===== config.mk =====
export PLATFORM = sky130hd
export DESIGN_NAME = pixel_walker
export DESIGN_NICKNAME = d
export VERILOG_FILES = /design/src/common/color_interp_pkg.sv /design/src/logic/pixel_walker.sv
export SDC_FILE = /design/constraint.sdc
export NUM_CORES = 1
export LEC_CHECK = 0
export BUFFER_PORTS_ARGS = -buffer_cell sky130_fd_sc_hd__buf_2
export CORE_MARGIN = 2
export CORE_UTILIZATION = 55
export CTS_CLUSTER_DIAMETER = 80
export DETAILED_ROUTE_END_ITERATION = 8
export PLACE_DENSITY = 0.8
export SLEW_MARGIN = 0
export SYNTH_ARGS = -nofsm -noshare
export SYNTH_HDL_FRONTEND = slang
export SYNTH_SLANG_ARGS = --single-unit

===== constraint.sdc =====
create_clock -name clk -period 15.1 [get_ports clk]
set_input_delay 3.02 -clock clk [delete_from_list [all_inputs] [get_ports clk]]
set_output_delay 3.02 -clock clk [all_outputs]
set_load 0.02 [all_outputs]

===== src/common/color_interp_pkg.sv =====
package color_interp_pkg;

  // Screen coordinate width.
  parameter int coord_w = 12;

  // Offset from the origin, 16.16.
  typedef logic signed [31:0] offset_t;

  // Gradient, 16.10.
  typedef logic signed [25:0] grad_fx_t;

  // Start value, 8.10.
  typedef logic [17:0] start_fx_t;

  // Channel sum before the clamp, 10 fraction bits.
  typedef logic signed [19:0] accum_t;

  // Magnitude with the hidden one at bit 23, shifted by the exponent.
  // Bits 22:13 of the result are the 10 kept fraction bits.
  function automatic logic [47:0] float_shift(input logic [31:0] f);
    logic [47:0] mant;
    int          exp_unb;
    mant    = {25'd1, f[22:0]};
    exp_unb = int'(f[30:23]) - 127;
    if (f[30:0] == 31'd0)
    begin
      return '0;
    end
    if (exp_unb < 0)
    begin
      return mant >> (-exp_unb);
    end
    return mant << exp_unb;
  endfunction

  function automatic grad_fx_t float_to_grad_fx(input logic [31:0] f);
    logic [47:0] mag;
    grad_fx_t    val;
    mag = float_shift(f);
    val = mag[38:13];
    if (f[31])
    begin
      val = -val;
    end
    return val;
  endfunction

  function automatic start_fx_t float_to_start_fx(input logic [31:0] f);
    logic [47:0] mag;
    start_fx_t   val;
    mag = float_shift(f);
    val = mag[30:13];
    // Negative starts wrap in two's complement.
    if (f[31])
    begin
      val = -val;
    end
    return val;
  endfunction

endpackage


===== src/logic/pixel_walker.sv =====
`timescale 1ns/1ps

module pixel_walker
  (
    input  logic                                 clk,
    input  logic                                 reset,
    input  logic                                 start,
    input  logic [color_interp_pkg::coord_w-1:0] rect_x0,
    input  logic [color_interp_pkg::coord_w-1:0] rect_y0,
    input  logic [color_interp_pkg::coord_w-1:0] rect_x1,
    input  logic [color_interp_pkg::coord_w-1:0] rect_y1,
    input  color_interp_pkg::offset_t            origin_x,
    input  color_interp_pkg::offset_t            origin_y,
    output logic                                 walk_valid,
    output logic                                 walk_last,
    output logic [color_interp_pkg::coord_w-1:0] walk_x,
    output logic [color_interp_pkg::coord_w-1:0] walk_y,
    output color_interp_pkg::offset_t            walk_dx,
    output color_interp_pkg::offset_t            walk_dy
  );
  import color_interp_pkg::*;

  logic [coord_w-1:0] x0_q;
  logic [coord_w-1:0] x1_q;
  logic [coord_w-1:0] y1_q;
  offset_t            org_x_q;
  offset_t            org_y_q;

  logic               launch;
  logic               advance;
  logic [coord_w-1:0] next_x;
  logic [coord_w-1:0] next_y;
  logic [coord_w-1:0] end_x;
  logic [coord_w-1:0] end_y;
  offset_t            org_x;
  offset_t            org_y;

  // Integer coordinate to 16.16.
  function automatic offset_t coord_to_offset(input logic [coord_w-1:0] c);
    return {{(16 - coord_w){1'b0}}, c, 16'h0000};
  endfunction

  assign launch  = start && !walk_valid;
  assign advance = walk_valid && !walk_last;

  // On launch the first pixel comes straight from the inputs.
  always_comb
  begin
    if (launch)
    begin
      next_x = rect_x0;
      next_y = rect_y0;
      end_x  = rect_x1;
      end_y  = rect_y1;
      org_x  = origin_x;
      org_y  = origin_y;
    end
    else
    begin
      end_x = x1_q;
      end_y = y1_q;
      org_x = org_x_q;
      org_y = org_y_q;
      if (walk_x == x1_q)
      begin
        next_x = x0_q;
        next_y = walk_y + 1'b1;
      end
      else
      begin
        next_x = walk_x + 1'b1;
        next_y = walk_y;
      end
    end
  end

  always_ff @(posedge clk)
  begin
    if (reset)
    begin
      walk_valid <= 1'b0;
      walk_last  <= 1'b0;
    end
    else if (launch || advance)
    begin
      walk_valid <= 1'b1;
      walk_last  <= (next_x == end_x) && (next_y == end_y);
    end
    else
    begin
      walk_valid <= 1'b0;
      walk_last  <= 1'b0;
    end
  end

  always_ff @(posedge clk)
  begin
    if (launch)
    begin
      x0_q    <= rect_x0;
      x1_q    <= rect_x1;
      y1_q    <= rect_y1;
      org_x_q <= origin_x;
      org_y_q <= origin_y;
    end
    if (launch || advance)
    begin
      walk_x  <= next_x;
      walk_y  <= next_y;
      walk_dx <= coord_to_offset(next_x) - org_x;
      walk_dy <= coord_to_offset(next_y) - org_y;
    end
  end

endmodule


Yosys cells after proc, flatten, opt, wreduce, memory -nomap -nowiden
Cells that the tools add are included.
W data, S select, Z words.
{"block": "op_classes", "add_sub_neg": 4, "n_lt_le_gt_ge": 0, "muxes": 9, "bitwise_logic": 1, "shift": 0, "multipliers": 0, "n_eq_ne": 3, "div_mod_pow": 0, "n_reduce_logical": 7}
{"cell": "$mux W12", "count": 6}
{"cell": "$mux W32", "count": 2}
{"cell": "$sub A29 B32 Y32", "count": 2}
{"cell": "$eq A12 B12 Y1", "count": 3}
{"cell": "$add A12 B1 Y12 const B", "count": 2}
{"cell": "$logic_and A1 B1 Y1", "count": 3}
{"cell": "$logic_not A1 Y1", "count": 2}
{"cell": "$reduce_or A2 Y1", "count": 1}
{"cell": "$logic_or A1 B1 Y1", "count": 1}
{"cell": "$mux W1", "count": 1}
{"cell": "$not A1 Y1", "count": 1}
{"block": "word_totals", "out_inout_bits": 90, "latch_bits": 0, "input_bits": 115, "romBits": 0, "reg_bits": 190, "ramBits": 0, "n_memories": 0}

Logic depth before layout (Yosys ltp)
Gate-level depths: netlist (run 1).
{"block": "logic_depth", "ltp_word": 5, "mapped_depth": 20, "depth_no_buf": 15}

Worst setup path after synthesis (run 1)
OpenSTA, ideal clock, no wires.
{"block": "synth_timing", "path_kind": "register to register", "startpoint": "register walk_valid", "endpoint": "register walk_last", "path_buffers": 0, "arrival_time_ns": 8.174, "stages_incl_launch_ff": 9, "path_slack_ns": 6.839, "period_less_slack_ns": 8.261, "path_cell_list": "dfxtp_1 inv_1 o21ai_0 nor2b_1 and2_1 o211a_1 o211ai_1 a2111o_1 nor4_2"}
{"block": "synth_via", "elab_chain_cells": 5}
{"item": "start, declared", "line_no": "pixel_walker.sv:14", "text": "output logic walk_valid,"}
{"item": "start signal, assigned", "line_no": "pixel_walker.sv:81", "text": "walk_valid <= 1'b0;"}
{"item": "start signal, assigned", "line_no": "pixel_walker.sv:86", "text": "walk_valid <= 1'b1;"}
{"item": "start signal, assigned", "line_no": "pixel_walker.sv:91", "text": "walk_valid <= 1'b0;"}
{"item": "$logic_not A1 Y1", "line_no": "pixel_walker.sv:43", "text": "assign launch = start && !walk_valid;"}
{"item": "$logic_and A1 B1 Y1", "line_no": "pixel_walker.sv:43"}
{"item": "$mux W12 or $logic_or A1 B1 Y1 (tied branches)", "line_no": "pixel_walker.sv:49, pixel_walker.sv:84"}
{"item": "$eq A12 B12 Y1 or $not A1 Y1 (tied branches)"}
{"item": "$logic_and A1 B1 Y1 or $reduce_or A2 Y1 (tied branches)"}
{"item": "end signal, assigned", "line_no": "pixel_walker.sv:87", "text": "walk_last <= (next_x == end_x) && (next_y == end_y);"}
{"item": "end, declared", "line_no": "pixel_walker.sv:15", "text": "output logic walk_last,"}
Parallel ways exist; a longest one is shown, timed or not.
A chain may end at the register's enable or synchronous reset.

Worst setup path after layout (run 1)
{"block": "layout_timing", "startpoint": "input start", "endpoint": "register walk_dx[31], data pin"}
{"block": "layout_via", "elab_chain_cells": 3}
{"item": "start, declared", "line_no": "pixel_walker.sv:7", "text": "input logic start,"}
{"item": "$logic_and A1 B1 Y1 *", "line_no": "pixel_walker.sv:43"}
{"item": "$mux W12 or $mux W32 (tied branches)", "line_no": "pixel_walker.sv:49", "text": "if (launch)"}
{"item": "$sub A29 B32 Y32 *", "line_no": "pixel_walker.sv:110", "text": "walk_dx <= coord_to_offset(next_x) - org_x;"}
{"item": "end signal, assigned", "line_no": "pixel_walker.sv:110"}
{"item": "end, declared", "line_no": "pixel_walker.sv:18", "text": "output color_interp_pkg::offset_t walk_dx,"}
Every way passes the cells marked *; elsewhere a longest branch is shown, timed or not.

==> results of run 1 <==
==> cell usage after synthesis (13+ instances only) <==
cell type / number / share of area [%]
nand3_1: 17 / 0.84
nor3_1: 15 / 0.74
and2_1: 13 / 0.80
dfxtp_1: 90 / 18
nand4_1: 14 / 0.87
inv_1: 62 / 2.3
ha_1: 29 / 3.6
xor2_1: 34 / 2.9
nand2_1: 149 / 5.5
buf_2: 15 / 0.74
mux2i_1: 61 / 6.0
nor2_1: 68 / 2.5
edfxtp_1: 100 / 30
a21oi_1: 29 / 1.4
xnor2_1: 84 / 7.3
o21ai_0: 46 / 2.3
==> area by class of cell <==
cell class / instances / area [sq um]
Antenna cell: 1 / 2.502
Clock buffer: 19 / 442.9
Clock inverter: 13 / 165.2
Fill cell: 1466 / 6117
Inverter: 63 / 241.5
Multi-Input combinational cell: 725 / 4921
Sequential cell: 190 / 4805
Tap cell: 229 / 286.5
Timing Repair Buffer: 207 / 1044
==> power breakdown <==
group | switching [mW] | internal, mW | leakage, nW
combinational | 0.313 | 0.197 | 3.12
clock | 0.199 | 0.266 | 0.297
sequential | 0.0531 | 0.661 | 1.73
==> worst paths after layout <==
check | startpoint | slack [ns] | cells after the start | to
max reg2reg | walk_valid | 10.07 | 12 | walk_dx[31]
min | org_y_q[18] | 0.46 | 2 | org_y_q[18]
min reg2reg | org_y_q[18] | 0.46 | 2 | org_y_q[18]
max | start | 7.84 | 13 | walk_dx[31]
==> tightest hold or removal path: stages, from the launching register on <==
cell and delay, ns:
dfxtp_1 0.30, mux2i_1 0.08, inv_1 0.05
==> cells in the final DEF (no fill, tap or decap), types with 34 or more instances in the layout <==
cell type / netlist / routed
mux2i_1: 61 / 61
o21ai_0: 46 / 45
nor2_1: 68 / 68
inv_1: 62 / 62
buf_2: 15 / 204
edfxtp_1: 100 / 100
dfxtp_1: 90 / 90
nand2_1: 149 / 149
xor2_1: 34 / 34
xnor2_1: 84 / 84
==> registers in the layout (all words and copies together) (netlist names) <==
| name | count |
|---|---|
| walk_valid | 1 |
| walk_x | 12 |
| walk_y | 12 |
| x1_q | 12 |
| y1_q | 12 |
| org_y_q | 32 |
| walk_dx | 32 |
| x0_q | 12 |
| walk_last | 1 |
| walk_dy | 32 |
| org_x_q | 32 |
==> kinds of logic (layout without fill, tap and decap cells) <==
| family | Yosys count | count (layout) | share of synthesized area (%) |
|---|---|---|---|
| adders and majority gates | 29 | 29 | 3.588 |
| and+or+nand+nor | 356 | 356 | 17.36 |
| muxes | 69 | 69 | 6.954 |
| buffers and inverters | 97 | 302 | 4.009 |
| AOI/OAI and AO/OA | 150 | 150 | 9.812 |
| DFF | 190 | 190 | 47.51 |
| other | 0 | 1 | 0 |
| xor gates and xnor gates | 121 | 121 | 10.76 |
==> through the flow <==
| stage | std cells | hold slack, ns | power [mW] |
|---|---|---|---|
| 6_report | 1447 | 0.4612 | 1.688 |
| 5_1_grt | 1446 | 0.4826 | 1.767 |
| 4_1_cts | 1446 | 0.4659 | 1.692 |
| 3_5_place_dp | 1414 | 0.4495 | 1.225 |
| 3_3_place_gp | 1414 | 0.4440 | 1.216 |
| 2_1_floorplan | 1012 | 0.4300 | 1.080 |
==> layer usage <==
layer | up-vias | track usage (%)
met5 | - | 0
met4 | 4 | 8.737
met3 | 41 | 5.609
met2 | 364 | 41.59
met1 | 3947 | 37.22
li1 | 3977 | -
==> flow_metrics.py, run 1 <==
metrics = {
    "outcome": {
        "status": "completed",
    },
    "floorplanning": {
        "ios": 205,
        "die_area_sq_um": 19490,
        "fp.dieH_um": 139.6,
        "start_util_pct": 56.10,
        "core_area_sq_um": 18020,
        "fp.dieW_um": 139.6,
        "num_rows": 49,
    },
    "synth": {
        "syn-num-nets": 1156,
        "async_flop_share_pct": 0,
        "ys_types": 71,
        "synth_area_per_cell_sq_um": 9.992,
        "synthCells": 1012,
        "netlist_area_sq_um": 10110,
        "seq_area_frac_synth_pct": 47.51,
        "yosysWarningCount": 0,
        "synth-edff-count": 100,
        "ys_seq_elements": 190,
        "synth_ff_type": "edfxtp_1",
    },
    "clock_tree": {
        "clock_latency_ns": 0.44,
        "cts.sinks": 190,
        "cts_buffer_depth": 2,
        "htreeDepth": 4,
        "clk_pin_slew_ns": 0.07,
        "cts_tree": "yes",
        "post_cts_buffers": 0,
        "holdBufCountCts": 0,
        "ctsResizeCount": 0,
        "cts_root_buf": "clkbuf_16",
        "cts_inserted_buffers": 17,
    },
    "critical_path": {
        "crit_chain": "buf_2 -> nand2b_4 -> inv_6 -> buf_4 -> mux2i_1 -> ha_1 -> a21o_1 -> a21o_1 -> a21o_1 -> a221o_1 -> o41ai_1 -> o21ai_0 -> xnor2_1",
        "path_delay_family": "compound AO/OA/AOI/OAI gates",
        "crit_type": "in -> reg",
        "start_kind": "primary input",
        "cpMaxStageDelayCell": "buf_4",
        "cp-end-kind": "register",
        "max_stage_delay_ns": 0.78,
        "cp.arrival_ns": 7.44,
        "cpMostUsedCell": "a21o_1",
        "crit_buf_inv": 3,
        "worst-path-max-fanout": 88,
        "crit_required_ns": 15.29,
    },
    "detailed_routing": {
        "wirelength_um": 26060,
        "drt_iter0_drc": 663,
        "ant_nets": 0,
        "viasPerCell": 5.759,
        "firstDrtPassIters": 5,
        "wl_met1_um": 11240,
        "vias": 8333,
        "routed.top_layer": "met5",
        "drc": 0,
        "met3WireLength_um": 2215,
        "routedWlPerCell_um": 18.01,
        "route.met2.wl_um": 12000,
    },
    "timing": {
        "fin_crit_ns": 7.255,
        "max_freq_mhz": 137.8,
        "rsz0062_at_grt": "no",
        "relSlewSlack_pct": 27.49,
        "worstMarginPinSlew_ns": 1.084,
        "tns_ns": 0,
        "finClkSkew_ns": 0.008326,
        "hold_viol": 0,
        "drv_slew": 0,
        "finalSetupViolCount": 0,
        "min_period_over_period_pct": 48.05,
        "fin_ws_ns": 7.845,
    },
    "placement": {
        "preCtsSetupSlack_ns": 7.409,
        "hpwl_um": 19240,
        "place_area_sq_um": 11300,
        "portBuffers": 204,
        "place_congestion": 0.9351,
    },
    "layout": {
        "final_nets": 1348,
        "drive_gt1_share_pct": 21.45,
        "finalInstanceArea_sq_um": 11910,
        "synthToLayoutAreaGrowth_pct": 17.76,
        "utilization_pct": 66.06,
    },
    "grt": {
        "overflow": 0,
        "grt_max_degree": 89,
        "grt_use_total_pct": 26.60,
        "antenna_found_initial": 3,
        "grt_pass1_wl_um": 40990,
        "grt_pass1_vias": 7869,
    },
    "pwr": {
        "powerDensity_nw_per_um2": 141.8,
        "irDropWorstVdd_uv": 90.91,
        "p_leak_nw": 5.146,
    },
    "run": {
        "drv_cap": 0,
    },
    "min_path": {
        "hp-class": "reg -> reg",
    },
}
Power figures use the tool's default switching activity.
==> run 2: changes to the inputs <==
Settings changed: ABC_AREA set to 1.
Clock period 15.1 ns to 7.5 ns, I/O delays scaled along.
==> run 2 against run 1 <==
Routed wire length rose by 4.6%. Register-to-register slack got worse by 6.5 ns. Non-clock buffer count grew 4. Sequential power is 96% higher. Core utilization down 0.75 points. Die area grew 3.6%. Total power up 99%. Final cell count increased by 19%. Worst setup slack lost 4.9 ns. Hold slack gained 0.015 ns. Clock power grew 95%. Critical endpoint is now walk_dy[30].
==> flow_metrics.py, run 2 <==
metrics = {
    "synth": {
        "netlist_top_cells_count": "nand2_1, inv_1, nand3_1",
        "netlist_area_sq_um": 10480,
        "yosysWarningCount": 0,
        "yosysTopAreaCell": "edfxtp_1",
        "synth-edff-count": 100,
        "synth_most_common_cell": "nand2_1",
        "synth_ff_type": "edfxtp_1",
        "synthCells": 1283,
        "ys_types": 51,
        "async_flop_share_pct": 0,
        "seq_area_frac_synth_pct": 45.83,
        "syn-num-nets": 1427,
        "synth.top_cell.area_share_pct": 28.64,
        "ys_seq_elements": 190,
        "synth_area_per_cell_sq_um": 8.171,
        "synthTopCellsByArea": "edfxtp_1, dfxtp_1, nand2_1, inv_1, nand3_1",
    },
    "timing": {
        "min_period_over_period_pct": 60.13,
        "drv_slew": 0,
        "finalSetupViolCount": 0,
        "hold_viol": 0,
        "fin_ws_ns": 2.990,
        "worstMarginPinSlew_ns": 0.7915,
        "fin_crit_ns": 4.510,
        "max_freq_mhz": 221.7,
        "rsz0062_at_grt": "no",
        "relSlewSlack_pct": 47.23,
        "finClkSkew_ns": 0.01076,
        "tns_ns": 0,
    },
    "detailed_routing": {
        "ant_nets": 0,
        "vias": 9145,
        "viasPerCell": 5.292,
        "firstDrtPassIters": 5,
        "wirelength_um": 27250,
        "drc": 0,
        "drt_iter0_drc": 603,
        "routedWlPerCell_um": 15.77,
    },
    "layout": {
        "multi_input_area_sq_um": 4810,
        "fin_cells": 1728,
        "most-common-layout-cells": "nand2_1, buf_2, inv_1, nand3_1, edfxtp_1",
        "fill_cells": 1583,
        "drive_gt1_share_pct": 25.05,
        "final_nets": 1624,
        "synthToLayoutAreaGrowth_pct": 16.54,
        "seq_area_sq_um": 4805,
        "layout.cells.most_common": "nand2_1",
    },
    "critical_path": {
        "cpMaxStageDelayCell": "inv_4",
        "crit_type": "in -> reg",
        "start_kind": "primary input",
        "path_delay_family": "simple AND/OR/NAND/NOR gates",
        "max_stage_delay_ns": 0.60,
        "worst-path-max-fanout": 75,
        "cp-end-kind": "register",
        "crit_chain": "buf_2 -> nand2_4 -> inv_4 -> buf_4 -> or2_2 -> o21ai_0 -> ha_1 -> nand2_1 -> inv_1 -> nand3_1 -> inv_1 -> nand3_1 -> nand3b_1 -> nand2_1 -> nand3_1 -> nand2_1 -> nand3_1 -> xor2_1",
        "crit_required_ns": 7.69,
        "cp.arrival_ns": 4.70,
        "cpMostUsedCell": "nand3_1",
        "crit_buf_inv": 5,
    },
    "floorplanning": {
        "ios": 205,
        "die_area_sq_um": 20180,
        "fp.dieH_um": 142.1,
        "fp.dieW_um": 142.1,
        "core_area_sq_um": 18710,
        "num_rows": 50,
        "start_util_pct": 56.05,
    },
    "clock_tree": {
        "clock_latency_ns": 0.44,
        "clk_pin_slew_ns": 0.08,
        "htreeDepth": 4,
        "cts_root_buf": "clkbuf_16",
        "cts.sinks": 190,
        "cts_inserted_buffers": 17,
        "cts_buffer_depth": 2,
        "holdBufCountCts": 0,
        "post_cts_buffers": 0,
        "ctsResizeCount": 0,
        "cts_tree": "yes",
    },
    "grt": {
        "grt_pass1_wl_um": 42330,
        "grt_max_degree": 82,
        "overflow": 0,
        "antenna_found_initial": 1,
        "grt_use_total_pct": 26.92,
        "grt_pass1_vias": 8751,
    },
    "placement": {
        "preCtsSetupSlack_ns": 2.659,
        "portBuffers": 204,
        "dp_cells": 1695,
        "place_congestion": 0.9517,
        "hpwl_um": 20410,
    },
    "run": {
        "drv_cap": 0,
    },
    "pwr": {
        "powerDensity_nw_per_um2": 274.5,
        "irDropWorstVdd_uv": 184.5,
        "p_leak_nw": 5.926,
    },
    "min_path": {
        "hp-class": "reg -> reg",
    },
    "outcome": {
        "status": "completed",
    },
}
## run 2: cell type report
cell class / instances / area share, %
tap: 234 / 2.396
antenna: 1 / 0.02048
inverter: 172 / 5.305
clock buffer: 17 / 3.482
clock inverter: 15 / 1.321
timing repair buffer: 211 / 8.786
multi-input combinational: 888 / 39.36
sequential: 190 / 39.32
## run 2: metrics by stage
step                utilization [%]  total power, mW  hold WS [ns]  instance area (sq um)
floorplan                         -            2.147        0.4380                  10480
CTS                           65.30            3.354        0.4769                  12220
finish                        65.32            3.354        0.4765                  12220
detailed placement            62.17            2.447        0.4587                  11630
global placement              62.17            2.427        0.4497                  11630
global route                  65.32            3.526        0.4976                  12220
## run 2: final timing paths
kind | start | endpoint | slack, ns | cells after the start
min | org_x_q[3] | org_x_q[3] | 0.48 | 2
max reg2reg | walk_x[7] | walk_dy[30] | 3.56 | 22
max | start | walk_dy[30] | 2.99 | 18
min reg2reg | org_x_q[3] | org_x_q[3] | 0.48 | 2
## run 2: metal layers
metal	global-route usage, %	routed length (um)	share of wire (%)
met5	0	0	0
met3	3.701	1987	7.3
met4	11.63	797	2.9
met2	43.83	12860	47
met1	36.12	11610	43
## run 2: worst reg2reg max path, delay by kind of cell (launching register included)
| family | cells | cell delay [ns] |
|---|---|---|
| AND/OR/NAND/NOR | 16 | 2.21 |
| buffers and inverters | 4 | 0.54 |
| flip-flops | 1 | 0.48 |
| adder cells (fa/ha/maj) | 1 | 0.33 |
| XOR/XNOR | 1 | 0.16 |
## run 2: logic make-up (layout without fill, tap and decap cells)
group                      after synthesis  in the layout  synth area share, %
AOI/OAI and AO/OA                      132            132                7.531
DFF                                    190            190                45.83
and+or+nand+nor                        657            657                28.95
other                                    0              1                    0
muxes                                    1              1              0.09548
adders and majority gates               29             29                3.461
buffers and inverters                  205            415                8.366
xor gates and xnor gates                69             69                5.764
## run 2: power breakdown
part / switching (mW) / total, mW / internal (mW)
Combinational: 0.691 / 1.05 / 0.354
Clock: 0.455 / 0.907 / 0.452
Sequential: 0.0846 / 1.40 / 1.32
Total: 1.23 / 3.35 / 2.12
==> run 3: changes to the inputs <==
Settings changed: CORE_UTILIZATION 55 to 51, PLACE_DENSITY 0.8 to 0.78.
Clock period 7.5 ns to 3.6 ns, I/O delays scaled along.
==> run 3 against run 2 <==
Via count rose by 1.6%. Total power rose by 110%. First-iteration DRC count rose by 9.8%. Global-route usage fell by 1.8 points. Sequential power rose by 110%. Clock-buffer cell count did not move. Sequential cell count did not move. Hold slack got worse by 0.0011 ns. Critical path depth rose by 3. Sequential share of layout area fell by 1.8 points. Final area rose by 4.8%. Register-to-register slack got worse by 3.4 ns. Largest power group unchanged.
==> flow_metrics.py, run 3 (synthesis results as in run 2) <==
metrics = {
    "clock_tree": {
        "clk_pin_slew_ns": 0.08,
        "cts_buffer_depth": 2,
        "cts_root_buf": "clkbuf_16",
        "htreeDepth": 4,
        "clock_latency_ns": 0.44,
        "cts_tree": "yes",
        "cts_inserted_buffers": 17,
        "holdBufCountCts": 0,
        "cts.sinks": 190,
    },
    "outcome": {
        "status": "completed",
    },
    "timing": {
        "max_freq_mhz": 292.2,
        "finalSetupViolCount": 0,
        "relSlewSlack_pct": 63.47,
        "finClkSkew_ns": 0.01530,
        "min_period_over_period_pct": 95.06,
        "fin_ws_ns": 0.1777,
        "hold_viol": 0,
        "fin_crit_ns": 3.422,
        "drv_slew": 0,
        "rsz0062_at_grt": "yes",
        "worstMarginPinSlew_ns": 0.5422,
    },
    "floorplanning": {
        "die_area_sq_um": 21720,
        "ios": 205,
        "fp.dieH_um": 147.4,
        "fp.dieW_um": 147.4,
        "start_util_pct": 51.81,
        "core_area_sq_um": 20230,
        "num_rows": 52,
    },
    "placement": {
        "portBuffers": 204,
        "dp_cells": 1751,
        "hpwl_um": 21130,
        "preCtsSetupSlack_ns": 0.06903,
        "place_congestion": 0.9300,
    },
    "critical_path": {
        "r2r-start": "walk_x[10]",
        "crit_type": "reg -> reg",
        "worst-r2r-cell-count": 21,
        "start_kind": "register",
        "cp.arrival_ns": 3.62,
        "crit_required_ns": 3.79,
        "cp-end-kind": "register",
        "rr_endpoint": "walk_dy[30]",
        "worst-path-max-fanout": 8,
        "rrSetupSlack_ns": 0.18,
    },
    "layout": {
        "fin_cells": 1798,
        "layout.cells.most_common": "nand2_1",
        "final_nets": 1655,
        "fill_cells": 1722,
        "most-common-layout-cells": "nand2_1, buf_2, inv_1, nand3_1, edfxtp_1",
        "utilization_pct": 63.29,
        "drive_gt1_share_pct": 28.22,
        "synthToLayoutAreaGrowth_pct": 22.16,
    },
    "detailed_routing": {
        "drt_iter0_drc": 662,
        "ant_nets": 0,
        "viasPerCell": 5.165,
        "firstDrtPassIters": 5,
        "routedWlPerCell_um": 15.56,
        "drc": 0,
        "wirelength_um": 27980,
        "vias": 9287,
    },
    "pwr": {
        "p_leak_nw": 6.100,
        "powerDensity_nw_per_um2": 562.3,
        "irDropWorstVdd_uv": 328.8,
    },
    "grt": {
        "overflow": 0,
        "grt_use_total_pct": 25.10,
        "grt_pass1_wl_um": 42470,
        "grt_pass1_vias": 8566,
        "grt_max_degree": 64,
        "antenna_found_initial": 5,
    },
    "min_path": {
        "min_delay_path_depth": 1,
        "worstHoldStart": "rect_x0[10]",
        "hp-class": "in -> reg",
        "hold_end": "x0_q[10]",
    },
    "run": {
        "drv_cap": 0,
    },
}
## run 3: cell count changes in the layout (fill, tap and decap cells not counted), sizes merged
cell | previous run | this run
diode | 1 | 4
inv | 184 | 178
buf | 211 | 241
clkinvlp | 0 | 2
clkinv | 3 | 8
## run 3: worst max path at each step
stage / startpoint / to / slack [ns]
floorplan: start / walk_dx[29] / 0.02
global placement: walk_x[0] / walk_dx[30] / 0.14
detailed placement: walk_x[0] / walk_dx[30] / 0.07
finish: walk_x[10] / walk_dy[30] / 0.18
global route: walk_x[3] / walk_dy[30] / -0.07
CTS: walk_x[0] / walk_dx[30] / 0.06
## run 3: per-layer routing
metal  up-vias  part of all wire [%]  GRT usage, %
li1       4596                     -             -
met1      4281                    42         33.03
met2       355                    48         41.85
met3        53                   7.0         3.951
met4         2                   2.9         9.856
met5         -                 0.039             0
## run 3: area by class of cell
cell class	instances	area, sq um	area share, %
antenna	4	10.01	0.07816
timing repair buffer	241	1373	10.72
sequential	190	4805	37.51
timing repair inverter	1	7.507	0.05862
tap	270	337.8	2.638
inverter	172	651.9	5.090
clock inverter	15	209.0	1.631
clock buffer	17	425.4	3.322
multi-input combinational	888	4989	38.95
## run 3: power by group
group | switching, mW | internal, mW
clock network | 0.994 | 0.964
logic | 1.50 | 0.846
registers | 0.158 | 2.74
## run 3: per-stage QoR
step | setup TNS, ns | power [mW] | hold WS, ns | cell area, sq um
final | 0 | 7.202 | 0.4754 | 12810
after global routing | -0.1775 | 7.572 | 0.4684 | 12800
after CTS | 0 | 7.109 | 0.4642 | 12520
after detailed placement | 0 | 5.150 | 0.4572 | 11890
after global placement | 0 | 5.115 | 0.4513 | 11890
after floorplan | 0 | 4.473 | 0.4380 | 10510
## run 3: critical path: stages (launching register included)
cell and delay [ns]:
edfxtp_1 0.41, xnor2_1 0.23, nand2_1 0.13, nor2_4 0.18, nand3_4 0.19, clkinvlp_4 0.17, buf_4 0.12, nand2_1 0.04
nand2_1 0.05, nand2_1 0.04, nand2_1 0.10, inv_1 0.11, ha_2 0.39, nand3_1 0.11, inv_1 0.10, nand3_1 0.10
nand3b_1 0.17, nand2_1 0.11, nand3_1 0.08, nand2_1 0.10, nand3_1 0.09, xor2_1 0.15
## run 3: repair_timing
action,in CTS,in global routing
setup buffers,0,10
endpoints found under the setup margin,0,16
gates resized for setup,0,34
